## src/hw/pipe_params.svh

```systemverilog
`ifndef PIPE_PARAMS_SVH
`define PIPE_PARAMS_SVH

// Datapath and register file
`define PIPE_DATA_W  32
`define PIPE_REG_AW  5
`define PIPE_REG_NUM 32
`define PIPE_SHAMT_W 5

// Data memory, word addressed
`define PIPE_DMEM_AW 8

`endif

```

## src/hw/pipe_pkg.sv

```systemverilog
`default_nettype none

`include "pipe_params.svh"

package pipe_pkg;

   typedef enum logic [3:0] {
      ALU_ADD    = 4'd0,
      ALU_SUB    = 4'd1,
      ALU_AND    = 4'd2,
      ALU_OR     = 4'd3,
      ALU_XOR    = 4'd4,
      ALU_SLT    = 4'd5, // Signed compare
      ALU_SLL    = 4'd6,
      ALU_SRL    = 4'd7,
      ALU_PASS_B = 4'd8
   } alu_op_t;

   typedef enum logic [1:0] {
      WB_ALU = 2'd0,
      WB_MEM = 2'd1,
      WB_PC4 = 2'd2
   } wb_sel_t;

   typedef struct packed {
      logic                    valid;
      alu_op_t                 op;
      logic [`PIPE_DATA_W-1:0] a;
      logic [`PIPE_DATA_W-1:0] b;
      logic [`PIPE_DATA_W-1:0] store_data;
      logic [`PIPE_REG_AW-1:0] rd;
      logic                    reg_write;
      logic                    mem_read;
      logic                    mem_write;
      wb_sel_t                 wb_sel;
      logic                    halt;
      logic [`PIPE_DATA_W-1:0] pc4;
   } id_ex_t;

   typedef struct packed {
      logic                    valid;
      logic [`PIPE_DATA_W-1:0] alu_result;
      logic                    z;
      logic                    n;
      logic                    ofl;
      logic [`PIPE_DATA_W-1:0] store_data;
      logic [`PIPE_REG_AW-1:0] rd;
      logic                    reg_write;
      logic                    mem_read;
      logic                    mem_write;
      wb_sel_t                 wb_sel;
      logic                    halt;
      logic [`PIPE_DATA_W-1:0] pc4;
   } ex_mem_t;

   typedef struct packed {
      logic                    valid;
      logic [`PIPE_DATA_W-1:0] alu_result;
      logic                    z;
      logic                    n;
      logic                    ofl;
      logic [`PIPE_DATA_W-1:0] mem_data;
      logic [`PIPE_REG_AW-1:0] rd;
      logic                    reg_write;
      wb_sel_t                 wb_sel;
      logic                    halt;
      logic [`PIPE_DATA_W-1:0] pc4;
   } mem_wb_t;

   localparam id_ex_t  ID_EX_BUBBLE  = '0;
   localparam ex_mem_t EX_MEM_BUBBLE = '0;
   localparam mem_wb_t MEM_WB_BUBBLE = '0;

endpackage

`default_nettype wire

```

## src/hw/wb_reg_file.sv

```systemverilog
`timescale 1ns/100ps
`default_nettype none

`include "pipe_params.svh"

module wb_reg_file import pipe_pkg::*; (
   input  logic                    clk,
   input  logic                    rst,
   input  logic [`PIPE_REG_AW-1:0] rs,
   input  logic [`PIPE_REG_AW-1:0] rt,
   output logic [`PIPE_DATA_W-1:0] rs_data,
   output logic [`PIPE_DATA_W-1:0] rt_data,
   input  logic                    wb_valid,
   input  logic                    wb_reg_write,
   input  logic [`PIPE_REG_AW-1:0] wb_rd,
   input  wb_sel_t                 wb_sel,
   input  logic [`PIPE_DATA_W-1:0] wb_alu,
   input  logic [`PIPE_DATA_W-1:0] wb_mem,
   input  logic [`PIPE_DATA_W-1:0] wb_pc4,
   output logic [`PIPE_DATA_W-1:0] wb_data
);

   logic [`PIPE_DATA_W-1:0] regs [`PIPE_REG_NUM];
   logic                    wr_en;

   always_comb begin
      case (wb_sel)
         WB_MEM:  wb_data = wb_mem;
         WB_PC4:  wb_data = wb_pc4;
         default: wb_data = wb_alu;
      endcase
   end

   assign wr_en = wb_valid && wb_reg_write && (wb_rd != '0); // Register 0 is never written

   // Write-through lets an instruction read the value retiring this cycle
   function automatic logic [`PIPE_DATA_W-1:0] read_port(input logic [`PIPE_REG_AW-1:0] sel);
      logic [`PIPE_DATA_W-1:0] val;
      if (sel == '0) begin
         val = '0;
      end else if (wr_en && (sel == wb_rd)) begin
         val = wb_data;
      end else begin
         val = regs[sel];
      end
      return val;
   endfunction

   always_comb begin
      rs_data = read_port(rs);
      rt_data = read_port(rt);
   end

   always_ff @(posedge clk) begin
      if (rst) begin
         for (int i = 0; i < `PIPE_REG_NUM; i++) begin
            regs[i] <= '0;
         end
      end else if (wr_en) begin
         regs[wb_rd] <= wb_data;
      end
   end

endmodule

`default_nettype wire

```

## config.mk

```make
export PLATFORM = sky130hd
export DESIGN_NAME = wb_reg_file
export DESIGN_NICKNAME = d
export VERILOG_FILES = /design/src/hw/pipe_pkg.sv /design/src/hw/wb_reg_file.sv
export VERILOG_INCLUDE_DIRS = /design/src /design/src/hw
export SDC_FILE = /design/constraint.sdc
export NUM_CORES = 2
export LEC_CHECK = 0
export BUFFER_PORTS_ARGS = -buffer_cell sky130_fd_sc_hd__buf_2
export CAP_MARGIN = 0
export CORE_MARGIN = 2
export CORE_UTILIZATION = 57
export DETAILED_ROUTE_END_ITERATION = 10
export PLACE_DENSITY = 0.74
export SLEW_MARGIN = 20
export SYNTH_ARGS = -nofsm -noshare
export SYNTH_HDL_FRONTEND = slang
export SYNTH_SLANG_ARGS = --single-unit
```

## constraint.sdc

```tcl
create_clock -name clk -period 2 [get_ports clk]
set_input_delay 0.2 -clock clk [delete_from_list [all_inputs] [get_ports clk]]
set_output_delay 0.2 -clock clk [all_outputs]
set_load 0.03 [all_outputs]
```

# Word level (Yosys, flattened, before mapping)
# Memories as Yosys holds them, arrays and structs flattened.
# Cells that the tools add are included.
[totals]
ff_bits = 0
ram_bits = 1024
in_bits = 117
output_inout_bits = 96
elab_cells = 26
mem_count = 1
[mem_list]
columns = ["memory", "depth", "width", "read_ports", "rd_ports_with_merged_regs", "wr", "line", "rtl"]
rows = [
  ["regs", 32, 32, 2, 0, 32, "wb_reg_file.sv:23", "logic [`PIPE_DATA_W-1:0] regs [`PIPE_REG_NUM];"],
]
[op_classes]
eq_ne = 4
n_mux = 13
reduce_logical = 8
[op_table]
columns = ["op", "n"]
rows = [
  ["2-to-1 mux 32 bit", 5],
  ["case mux 32 bit (2 select lines)", 1],
  ["OR reduction 32 bit", 1],
  ["equality test 5 bit", 2],
  ["zero test 5 bit", 2],
  ["2-to-1 mux 1 bit", 6],
  ["2-to-1 mux 5 bit", 1],
  ["nonzero test 5 bit", 1],
  ["logical AND 1 bit", 4],
  ["equality test 2 x 1 -> 1 bit, second input constant", 1],
  ["equality test 2 bit, second input constant", 1],
]

# Logic depth before layout (Yosys ltp)
[depth]
depth_word = 7
depth_mapped = 11
ltp_nobuf = 8

# Worst setup path before layout
# OpenSTA, ideal clock, no wires.
[synth_path]
kind = "in2out"
start = "input port rt[0]"
end = "output port rt_data[29]"
arrival_ns = 2.318
required_time_ns = 1.800
path_slack_ns = -0.518
cell_stages = 9
n_path_buf = 4
path_cell_list = "buf_4 buf_6 buf_4 xnor2_1 nand2_1 or3_1 clkbuf_1 and3_1 a211oi_1"
[synth_via]
elab_chain_cells = 4
[synth_rtl]
columns = ["item", "line", "rtl"]
rows = [
  ["from (decl)", "wb_reg_file.sv:10", "input logic [`PIPE_REG_AW-1:0] rt,"],
  ["branches (longest 3 deep; another with memory (32 x 32 bit))", "-", ""],
  ["2-to-1 mux 32 bit *", "wb_reg_file.sv:39", "if (sel == '0) begin"],
  ["to (decl)", "wb_reg_file.sv:12", "output logic [`PIPE_DATA_W-1:0] rt_data,"],
]
# Every way passes the cells marked *.

==> impl_metrics.tcl <==
set metrics [dict create \
    track_usage_pct 46.1 \
    slew_headroom_pct 42.2 \
    startpoint_type "flip-flop" \
    grt-ovfl-total 0 \
    post_route_cells_drive_above_1_share_pct 39.6 \
    vias_per_cell 7.41 \
    fp-row-count 113 \
    p_leak_nw 25.7 \
    min_to "regs[3][12]$_SDFFCE_PN0P_" \
    netlist_area_sq_mm 0.0542 \
    ys_seq_area_share_pct 56.8 \
    drtIter0Drc 8934 \
    largest_register "regs" \
    power_w 0.0582 \
    grt_pass1_wl_mm 316 \
    period_share_pct 156 \
    cts_buffers 106 \
    place_area_sq_mm 0.0642 \
    dr.pass1.iters 9 \
    grt_pass1_vias 44800 \
    ioPinCount 213 \
    seqCellArea_sq_mm 0.0307 \
    multi_input_area_sq_mm 0.0243 \
    fp.coreArea_sq_mm 0.0946 \
    final.setup.worst_slack_ns -1.11 \
    synthTopCellsByArea "edfxtp_1, mux4_2, nor2_1" \
    cp.arrival_ns 2.91 \
    tns_ns -49.95 \
    drv_cap 0 \
    violations "setup timing" \
    die_area_sq_mm 0.0975 \
    status "finished, violations left" \
    period_needed_ns 3.11 \
    grt_max_degree 64 \
    n_fill_cell 5572 \
    critPathMaxFanout 2 \
    dpl_worst_slack_ns -0.968 \
    antenna_found_initial 8 \
    die_height_microns 312 \
    nets 4920 \
    endpoint_kind "output port" \
    synth_area_leader_cell "edfxtp_1" \
    tightest_slew_ns 0.868 \
    synthFlopType "edfxtp_1" \
    required_ns 1.80 \
    finalSetupViolations 66 \
    io_buffers 212 \
    yosys_warnings 0 \
    final_cell_area_sq_mm 0.0704 \
    cts.sinks 1024 \
    ys_ff_latch 1024 \
    hold_viol_final 0 \
    syn_inst 4124 \
    cts_tree "yes" \
    synthArstFlopShare_pct 0 \
    place_congestion 0.979 \
    drc_errors 0 \
    synth_area_per_cell_sq_um 13.1 \
    min_from "wb_alu[12]" \
    area_growth_pct 29.9 \
    routed_wl_mm 229 \
    largest_reg_flops 1024 \
    die_w_microns 312 \
    layout_common_cells "nor2_1, edfxtp_1, buf_4, mux4_2, mux2i_1" \
    synth_edf_count 1024 \
    netlist.area_leader.share_pct 56.8 \
    ant_nets 0 \
    wl_per_cell_microns 37.2 \
    rsz0062_at_grt "true" \
    start_util_pct 57.3 \
    dp_hpwl_mm 148 \
    ir_worst_vdd_mv 0.808 \
    p_per_area_mw_per_mm2 828 \
    vias 45600 \
    final_max_slew_viol_count 0 \
    final_common_cell "nor2_1" \
    cts_root_buf "clkbuf_16" \
    cts.clk_slew.worst_paths_ns 0.06 \
    worst-setup-path-type "flip-flop to output port" \
    holdPathStages 4 \
    synth.distinct_cells 61 \
    top_regs "regs: 1024 flops" \
    min_path_type "input pin to flip-flop" \
    fmax_mhz 321 \
    h-tree-depth 3 \
    clock_path_buffers 3 \
]
==> Yosys cell counts, drive strengths merged (38+ instances only) <==
| master | number |
|---|---|
| a211oi | 47 |
| a21oi | 124 |
| a221oi | 90 |
| a22oi | 86 |
| buf | 140 |
| clkbuf | 291 |
| edfxtp | 1024 |
| inv | 38 |
| mux2i | 346 |
| mux4 | 367 |
| nand2 | 137 |
| nand2b | 40 |
| nor2 | 1057 |
| nor3 | 42 |
| o21ai | 61 |
==> through the flow <==
stage	instances	utilization [%]	hold slack, ns
floorplan	4155	-	0.470
global placement	5913	67.8	0.641
detailed placement	5913	67.8	0.658
CTS	6132	73.6	0.0111
global route	6150	74.4	0.0188
finish	6152	74.4	0.0188
==> kinds of logic (layout without fill, tap and decap cells) <==
family	after synthesis	in the layout	synth area share, %
XOR/XNOR	10	10	0.162
flip-flops	1024	1024	56.8
other	1	34	0.00692
adder cells (fa/ha/maj)	2	2	0.0462
multiplexers	732	732	22.1
AND/OR/NAND/NOR	1371	1371	10.2
AO/OA/AOI/OAI	514	514	6.52
buffers and inverters	470	1200	4.20
==> layer usage <==
layer	global-route usage, %	up-vias	part of all wire, %
li1	-	17000	-
met1	55.8	22000	30
met2	66.0	5161	42
met3	19.4	1447	19
met4	34.3	12	9.5
met5	0.484	-	0.055
==> critical path: stages (launching register included) <==
cell and delay (ns):
edfxtp_1 0.42, mux4_2 0.54, mux2i_4 0.20, a21oi_4 0.11, a221oi_4 0.52, buf_4 0.21, a211oi_4 0.04, buf_6 0.15
==> layout make-up <==
cell class	instances	share of cell area [%]
Antenna cell	2	0.00711
Clock buffer	119	3.87
Clock inverter	73	1.21
Inverter	39	0.229
Multi-Input combinational cell	2661	34.5
Sequential cell	1024	43.7
Tap cell	1265	2.25
Timing Repair Buffer	969	14.2
==> worst max path at each step <==
stage | slack, ns | cells after the start | from | end
after floorplan | -0.14 | 11 | rt[0] | rt_data[31]
after global placement | -0.98 | 9 | rs[0] | rs_data[18]
after detailed placement | -0.97 | 9 | rs[0] | rs_data[18]
after CTS | -0.99 | 7 | regs[23][9]$_SDFFCE_PN0P_ | rs_data[9]
after global routing | -1.08 | 7 | regs[23][9]$_SDFFCE_PN0P_ | rs_data[9]
final | -1.11 | 7 | regs[23][9]$_SDFFCE_PN0P_ | rs_data[9]
==> what timing repair did <==
action | 4_1_cts | 5_1_grt
gates resized for setup | 362 | 107
hold endpoints to repair | 1 | 0
setup endpoints to repair | 76 | 74
buffers inserted | 42 | 23
gates cloned | 0 | 2
hold buffers | 1 | 0
pin swaps | 129 | 75
==> where the power goes <==
part | internal, W | switching, W | total (W)
combinational | 0.00508 | 0.00691 | 0.0120
sequential | 0.0247 | 0.000686 | 0.0254
clock | 0.0122 | 0.00866 | 0.0208
Power figures use the tool's default switching activity.
