===== config.mk =====
export PLATFORM = sky130hd
export DESIGN_NAME = exec_alu
export DESIGN_NICKNAME = d
export VERILOG_FILES = /design/src/hw/pipe_pkg.sv /design/src/hw/exec_alu.sv
export VERILOG_INCLUDE_DIRS = /design/src /design/src/hw
export SDC_FILE = /design/constraint.sdc
export NUM_CORES = 1
export LEC_CHECK = 0
export BUFFER_PORTS_ARGS = -buffer_cell sky130_fd_sc_hd__clkbuf_2
export CORE_MARGIN = 2
export CORE_UTILIZATION = 40
export DETAILED_ROUTE_END_ITERATION = 6
export PLACE_DENSITY = 0.68
export SLEW_MARGIN = 20
export SYNTH_ARGS = -nofsm -noshare
export SYNTH_HDL_FRONTEND = slang
export SYNTH_SLANG_ARGS = --single-unit

===== constraint.sdc =====
create_clock -name vclk -period 9.1
set_input_delay 0.91 -clock vclk [all_inputs]
set_output_delay 0.91 -clock vclk [all_outputs]
set_load 0.005 [all_outputs]

===== src/hw/pipe_params.svh =====
`ifndef PIPE_PARAMS_SVH
`define PIPE_PARAMS_SVH

// Datapath and register file
`define PIPE_DATA_W  32
`define PIPE_REG_AW  5
`define PIPE_REG_NUM 32
`define PIPE_SHAMT_W 5

// Data memory, word addressed
`define PIPE_DMEM_AW 8

`endif


===== src/hw/pipe_pkg.sv =====
`default_nettype none

`include "pipe_params.svh"

package pipe_pkg;

   typedef enum logic [3:0] {
      ALU_ADD    = 4'd0,
      ALU_SUB    = 4'd1,
      ALU_AND    = 4'd2,
      ALU_OR     = 4'd3,
      ALU_XOR    = 4'd4,
      ALU_SLT    = 4'd5, // Signed compare
      ALU_SLL    = 4'd6,
      ALU_SRL    = 4'd7,
      ALU_PASS_B = 4'd8
   } alu_op_t;

   typedef enum logic [1:0] {
      WB_ALU = 2'd0,
      WB_MEM = 2'd1,
      WB_PC4 = 2'd2
   } wb_sel_t;

   typedef struct packed {
      logic                    valid;
      alu_op_t                 op;
      logic [`PIPE_DATA_W-1:0] a;
      logic [`PIPE_DATA_W-1:0] b;
      logic [`PIPE_DATA_W-1:0] store_data;
      logic [`PIPE_REG_AW-1:0] rd;
      logic                    reg_write;
      logic                    mem_read;
      logic                    mem_write;
      wb_sel_t                 wb_sel;
      logic                    halt;
      logic [`PIPE_DATA_W-1:0] pc4;
   } id_ex_t;

   typedef struct packed {
      logic                    valid;
      logic [`PIPE_DATA_W-1:0] alu_result;
      logic                    z;
      logic                    n;
      logic                    ofl;
      logic [`PIPE_DATA_W-1:0] store_data;
      logic [`PIPE_REG_AW-1:0] rd;
      logic                    reg_write;
      logic                    mem_read;
      logic                    mem_write;
      wb_sel_t                 wb_sel;
      logic                    halt;
      logic [`PIPE_DATA_W-1:0] pc4;
   } ex_mem_t;

   typedef struct packed {
      logic                    valid;
      logic [`PIPE_DATA_W-1:0] alu_result;
      logic                    z;
      logic                    n;
      logic                    ofl;
      logic [`PIPE_DATA_W-1:0] mem_data;
      logic [`PIPE_REG_AW-1:0] rd;
      logic                    reg_write;
      wb_sel_t                 wb_sel;
      logic                    halt;
      logic [`PIPE_DATA_W-1:0] pc4;
   } mem_wb_t;

   localparam id_ex_t  ID_EX_BUBBLE  = '0;
   localparam ex_mem_t EX_MEM_BUBBLE = '0;
   localparam mem_wb_t MEM_WB_BUBBLE = '0;

endpackage

`default_nettype wire


===== src/hw/exec_alu.sv =====
`timescale 1ns/100ps
`default_nettype none

`include "pipe_params.svh"

module exec_alu import pipe_pkg::*; (
   input  alu_op_t                 op,
   input  logic [`PIPE_DATA_W-1:0] a,
   input  logic [`PIPE_DATA_W-1:0] b,
   output logic [`PIPE_DATA_W-1:0] result,
   output logic                    z,
   output logic                    n,
   output logic                    ofl
);

   localparam int MSB = `PIPE_DATA_W - 1;

   logic [`PIPE_SHAMT_W-1:0] shamt;
   logic                     lt_signed;

   assign shamt     = b[`PIPE_SHAMT_W-1:0];
   assign lt_signed = $signed(a) < $signed(b);

   always_comb begin
      result = '0;
      ofl    = 1'b0;
      case (op)
         ALU_ADD: begin
            result = a + b;
            ofl    = (a[MSB] == b[MSB]) && (result[MSB] != a[MSB]); // Like signs, sign flipped
         end
         ALU_SUB: begin
            result = a - b;
            ofl    = (a[MSB] != b[MSB]) && (result[MSB] != a[MSB]);
         end
         ALU_AND:    result = a & b;
         ALU_OR:     result = a | b;
         ALU_XOR:    result = a ^ b;
         ALU_SLT:    result = {{(`PIPE_DATA_W-1){1'b0}}, lt_signed};
         ALU_SLL:    result = a << shamt;
         ALU_SRL:    result = a >> shamt;
         ALU_PASS_B: result = b;
         default:    result = '0;
      endcase
   end

   assign z = (result == '0);
   assign n = result[MSB];

endmodule

`default_nettype wire


# Word-level counts from Yosys, hierarchy flattened
# Index checks and enable logic that the tools add are counted.
dict set report totals {
  out_inout_bits 35
  word_cells 26
  latch_bits 0
  memories 0
  rom_bits 0
  inputBits 68
  mem_bits_rw 0
  register_bits 0
}
dict set report op_classes {
  shifts 2
  n_bitwise 3
  mux 2
  reduce_logical 4
  addsub 2
  eq_ne 12
  mul 0
  magnitude_cmp 1
  div_mod_pow 0
}
# operator count
set ops {}
lappend ops {{$pmux W32 S9} 1}
lappend ops {{$add A32 B32 Y32} 1}
lappend ops {{$and A32 B32 Y32} 1}
lappend ops {{$logic_not A32 Y1} 1}
lappend ops {{$lt A32 B32 Y1} 1}
lappend ops {{$or A32 B32 Y32} 1}
lappend ops {{$shl A32 B5 Y32} 1}
lappend ops {{$shr A32 B5 Y32} 1}
lappend ops {{$sub A32 B32 Y32} 1}
lappend ops {{$xor A32 B32 Y32} 1}
lappend ops {{$eq A4 B3 Y1 const B} 4}
lappend ops {{$eq A4 B2 Y1 const B} 2}
lappend ops {{$eq A4 B1 Y1 const B} 1}
lappend ops {{$eq A4 B4 Y1 const B} 1}
lappend ops {{$logic_not A4 Y1} 1}
lappend ops {{$ne A1 B1 Y1} 3}
lappend ops {{$logic_and A1 B1 Y1} 2}
lappend ops {{$pmux W1 S2} 1}
lappend ops {{$eq A1 B1 Y1} 1}

# Depth between registers and ports, before layout
dict set report depth {
  word_depth 4
  ltp_mapped 19
  depth_no_buf 14
}

# Worst setup path before layout
# No wires, ideal clock.
dict set report synth_timing {
  kind {in2out}
  start {in b[2]}
  end {out z}
  stages 18
  setup_slack_ps 2931
  path_buffers 5
  t_arrival_ps 5259
  required_time_ps 8190
  path_cell_list {buf_4 buf_2 buf_2 inv_1 clkbuf_1 ha_1 buf_4 nor2_1 o311ai_1 a21oi_1 a211oi_4 o221a_2 o211ai_1 a2111o_1 or4_1 nor4_1 or4b_1 nor4_2}
}
dict set report synth_between {
  elab_chain_cells 3
  elab_cells_between_ends 10
  cone_classes {2 x add/sub; 1 x order compare; 2 x shift; 1 x mux; 3 x bitwise; 1 x reduce/logical}
}
# element line
set synth_rtl {}
lappend synth_rtl {{start, declared} exec_alu.sv:9} ;# input logic [`PIPE_DATA_W-1:0] b,
lappend synth_rtl {{$sub A32 B32 Y32 (tied with other cells)} exec_alu.sv:33} ;# result = a - b;
lappend synth_rtl {{$pmux W32 S9 *} exec_alu.sv:27} ;# case (op)
lappend synth_rtl {{via result[14]} exec_alu.sv:10} ;# output logic [`PIPE_DATA_W-1:0] result,
lappend synth_rtl {{$logic_not A32 Y1 *} exec_alu.sv:47} ;# assign z = (result == '0);
lappend synth_rtl {{end, declared} exec_alu.sv:11} ;# output logic z,
# Mark *: on every way through the listed nets, which the timed path passes. The rest lies on a longest branch.

# Worst setup path in the final report
dict set report layout_timing {
  start {in b[2]}
  end {out z}
}
dict set report layout_between {
  elab_chain_cells 3
  elab_cells_between_ends 10
  cone_classes {2 x add/sub; 1 x order compare; 2 x shift; 1 x mux; 3 x bitwise; 1 x reduce/logical}
}
# element line
set layout_rtl {}
lappend layout_rtl {{$sub A32 B32 Y32 (tied with other cells)} exec_alu.sv:33}
lappend layout_rtl {{$pmux W32 S9 *} exec_alu.sv:27}
lappend layout_rtl {{$logic_not A32 Y1 *} exec_alu.sv:47}
# Mark *: on every way between the ends. The rest lies on a longest branch, timed or not.

==> flow_summary.rst <==
.. list-table::
   :header-rows: 1

   * - Metric
     - Value
   * - Shortest period the worst path allows
     - around 7.2 ns
   * - Kind of end point of the critical path
     - output pin
   * - Die Span X
     - 165 microns
   * - Post-CTS Repair Setup Buffers
     - 0
   * - Type of the worst setup path
     - in -> out
   * - Cell Count Post-Placement
     - 1793
   * - Largest driver fanout on the critical path
     - 36
   * - Xor/xnor share of the synthesized area
     - 0.00850
   * - Setup TNS Final
     - 0 ns
   * - Max Cap Violations
     - 0
   * - Area taken by flip-flops and latches
     - 0 sq um
   * - Share of synthesized cell area in full adder, half adder and majority cells
     - 0.122
   * - Compound-gate portion of the synthesized area
     - 0.336
   * - Antenna violation net count after detailed routing
     - 0
   * - Fraction of the cycle the final worst path needs
     - 0.789
   * - Total via count after detailed routing
     - 13200
   * - Count of hold buffers inserted by post-cts repair
     - 0
   * - Post-DP HPWL
     - 40.5 mm
   * - Headroom to the max-slew limit
     - 0.224
   * - Wire length of the first global-routing pass
     - 78.1 mm
   * - Fraction of the core area covered by cells at the end of the flow
     - 0.428
   * - Area growth from synthesis to layout
     - 4.87%
   * - Final Worst Setup Slack
     - between 1.5 and 2 ns
   * - Count of buffers inserted at the top-level ports
     - 103
   * - Min-Delay Startpoint
     - a[31]
   * - Number of global-route vias before repair
     - 11800
   * - Largest net degree at the start of global routing
     - 59
   * - Final cell count without fillers
     - 1794
   * - Core area
     - about 25000 sq um
   * - Commonest cells after routing, fill and taps aside
     - sky130_fd_sc_hd__nand2_1, sky130_fd_sc_hd__nor2_1, sky130_fd_sc_hd__a21oi_1
   * - Number of hold violations in the final report
     - 0
   * - Number of antenna violations at the first check in global routing
     - 2
   * - CP endpoint
     - z
   * - Detailed-router iteration count before antenna repair
     - 7
   * - Die area
     - 27100 sq um
   * - Global-route total usage across every layer
     - 0.381
   * - Synthesized area divided by synthesized cell count
     - 7.03 sq um
   * - Required @ worst endpoint
     - 8.19 ns
   * - Main combinational cell family by area after synthesis
     - compound AO/OA/AOI/OAI gates
   * - 1st-iter DRT viols
     - 2114
   * - Cell area after technology mapping
     - 10300 sq um
   * - Arrival time reported for the critical path endpoint
     - 6.27 ns
   * - Final-report max-slew violation count
     - 0
   * - Number of warning messages in the yosys log
     - 0
   * - Register area share after synthesis
     - 0
   * - Final layout net count
     - 1632
   * - Total overflow reported by the global router
     - 0
   * - Share of synthesized cell area in and, or, nand and nor gates
     - 0.237
   * - Worst hold path class
     - in -> out
   * - Floorplan die height
     - 165 microns
   * - Post-synth top area share
     - 0.118
   * - DRC violations left
     - 0
   * - Avg Vias per Cell
     - 7.38
   * - Number of clock-tree buffers in the layout
     - 0
   * - Initial core utilization
     - 0.408
   * - Cells after Synth
     - 1466
   * - Number of instances resized during post-cts repair
     - 0
   * - Portion of netlist area occupied by mux cells
     - 0.201
   * - Worst Tran Pin Value
     - 1.16 ns
   * - Multi-input logic area
     - between 9000 and 10000 sq um
   * - Routability Congestion
     - ~1.1
   * - Commonest non-fill, non-tap cell in the layout
     - sky130_fd_sc_hd__nand2_1
   * - CP startpoint kind
     - input pin
   * - Final setup violation count
     - 0
   * - Library cell occupying the most area in the post-synthesis netlist
     - sky130_fd_sc_hd__ha_1
   * - Largest cells by area after synthesis
     - sky130_fd_sc_hd__ha_1, sky130_fd_sc_hd__mux4_2, sky130_fd_sc_hd__mux2i_1
   * - Highest achievable clock rate
     - roughly 140 MHz
   * - Pre-CTS setup slack
     - 2.13 ns
   * - Average wire length per cell after detail routing
     - 29.7 microns
   * - DRT Wirelength
     - roughly 53 mm
   * - Syn nets
     - 1633
   * - Share of cells above drive strength 1
     - 0.156
   * - FFs & Latches
     - 0
   * - # rows
     - 58
   * - Fill cells
     - 2661
   * - CP Launch Point
     - b[2]
   * - Status
     - completed
   * - Unrepaired setup endpoints after global routing
     - false
   * - IO Pins
     - 103
   * - Count of cell types in the netlist
     - between 80 and 90
-- worst min-delay path by stage --
stage                      to  slack, ns  depth (start not counted)
global route              ofl       2.37                          3
global placement          ofl       2.35                          3
finish                    ofl       2.38                          3
floorplan           result[8]       2.06                          3
detailed placement        ofl       2.34                          3
CTS                       ofl       2.34                          3
-- layer usage --
metal	global-route usage	up-vias	wire (microns)
met5	0	-	24
met4	0.172	4	3290
met3	0.0738	218	6770
met2	0.582	1110	22500
met1	0.519	6319	20700
li1	-	5597	-
-- final cells by class --
cell class / instances / share of cell area
repair buffers: 122 / 0.0613
diodes: 1 / 0.000231
inverters: 102 / 0.0354
well taps: 330 / 0.0382
multi-input cells: 1239 / 0.865
-- synthesized netlist by cell type (10+ instances only) --
master / number
sky130_fd_sc_hd__a211o_1: 12
sky130_fd_sc_hd__a211oi_1: 31
sky130_fd_sc_hd__a21o_1: 13
sky130_fd_sc_hd__a21oi_1: 111
sky130_fd_sc_hd__a221o_1: 11
sky130_fd_sc_hd__a221oi_1: 13
sky130_fd_sc_hd__a22oi_1: 25
sky130_fd_sc_hd__a31oi_1: 13
sky130_fd_sc_hd__and3_1: 13
sky130_fd_sc_hd__buf_1: 11
sky130_fd_sc_hd__buf_2: 34
sky130_fd_sc_hd__clkbuf_1: 66
sky130_fd_sc_hd__ha_1: 97
sky130_fd_sc_hd__inv_1: 100
sky130_fd_sc_hd__mux2_2: 19
sky130_fd_sc_hd__mux2i_1: 57
sky130_fd_sc_hd__mux4_2: 49
sky130_fd_sc_hd__nand2_1: 147
sky130_fd_sc_hd__nand2b_1: 12
sky130_fd_sc_hd__nand3_1: 43
sky130_fd_sc_hd__nand4_1: 12
sky130_fd_sc_hd__nor2_1: 141
sky130_fd_sc_hd__nor2b_1: 23
sky130_fd_sc_hd__nor3_1: 32
sky130_fd_sc_hd__nor4_1: 14
sky130_fd_sc_hd__o211ai_1: 33
sky130_fd_sc_hd__o21ai_0: 67
sky130_fd_sc_hd__o221ai_1: 13
sky130_fd_sc_hd__o22ai_1: 26
sky130_fd_sc_hd__o31ai_1: 10
sky130_fd_sc_hd__or2_2: 14
sky130_fd_sc_hd__or3_1: 13
-- per-stage QoR --
| stage | cell area (sq um) | hold WS (ns) |
|---|---|---|
| after global placement | 10800 | 2.35 |
| final | 10800 | 2.38 |
| after floorplan | 10300 | 2.06 |
| after CTS | 10800 | 2.34 |
| after global routing | 10800 | 2.37 |
| after detailed placement | 10800 | 2.34 |
-- critical path, cell delays in order --
cell	delay, ns
sky130_fd_sc_hd__buf_4	0.39
sky130_fd_sc_hd__inv_1	0.49
sky130_fd_sc_hd__ha_1	0.60
sky130_fd_sc_hd__nor2_1	0.09
sky130_fd_sc_hd__o311ai_1	0.59
sky130_fd_sc_hd__a2111oi_0	0.24
sky130_fd_sc_hd__nor3_1	0.72
sky130_fd_sc_hd__o21bai_1	0.19
sky130_fd_sc_hd__xnor2_1	0.18
sky130_fd_sc_hd__o221ai_1	0.17
sky130_fd_sc_hd__or4_1	0.54
sky130_fd_sc_hd__nor4_1	0.22
sky130_fd_sc_hd__or4b_1	0.53
sky130_fd_sc_hd__nor4_2	0.22
sky130_fd_sc_hd__clkbuf_2	0.14
-- cell families after synthesis --
family          after synthesis
fa+ha+maj                    99
compound gates              491
xor+xnor                     10
mux                         132
buf+inv                     227
simple gates                507
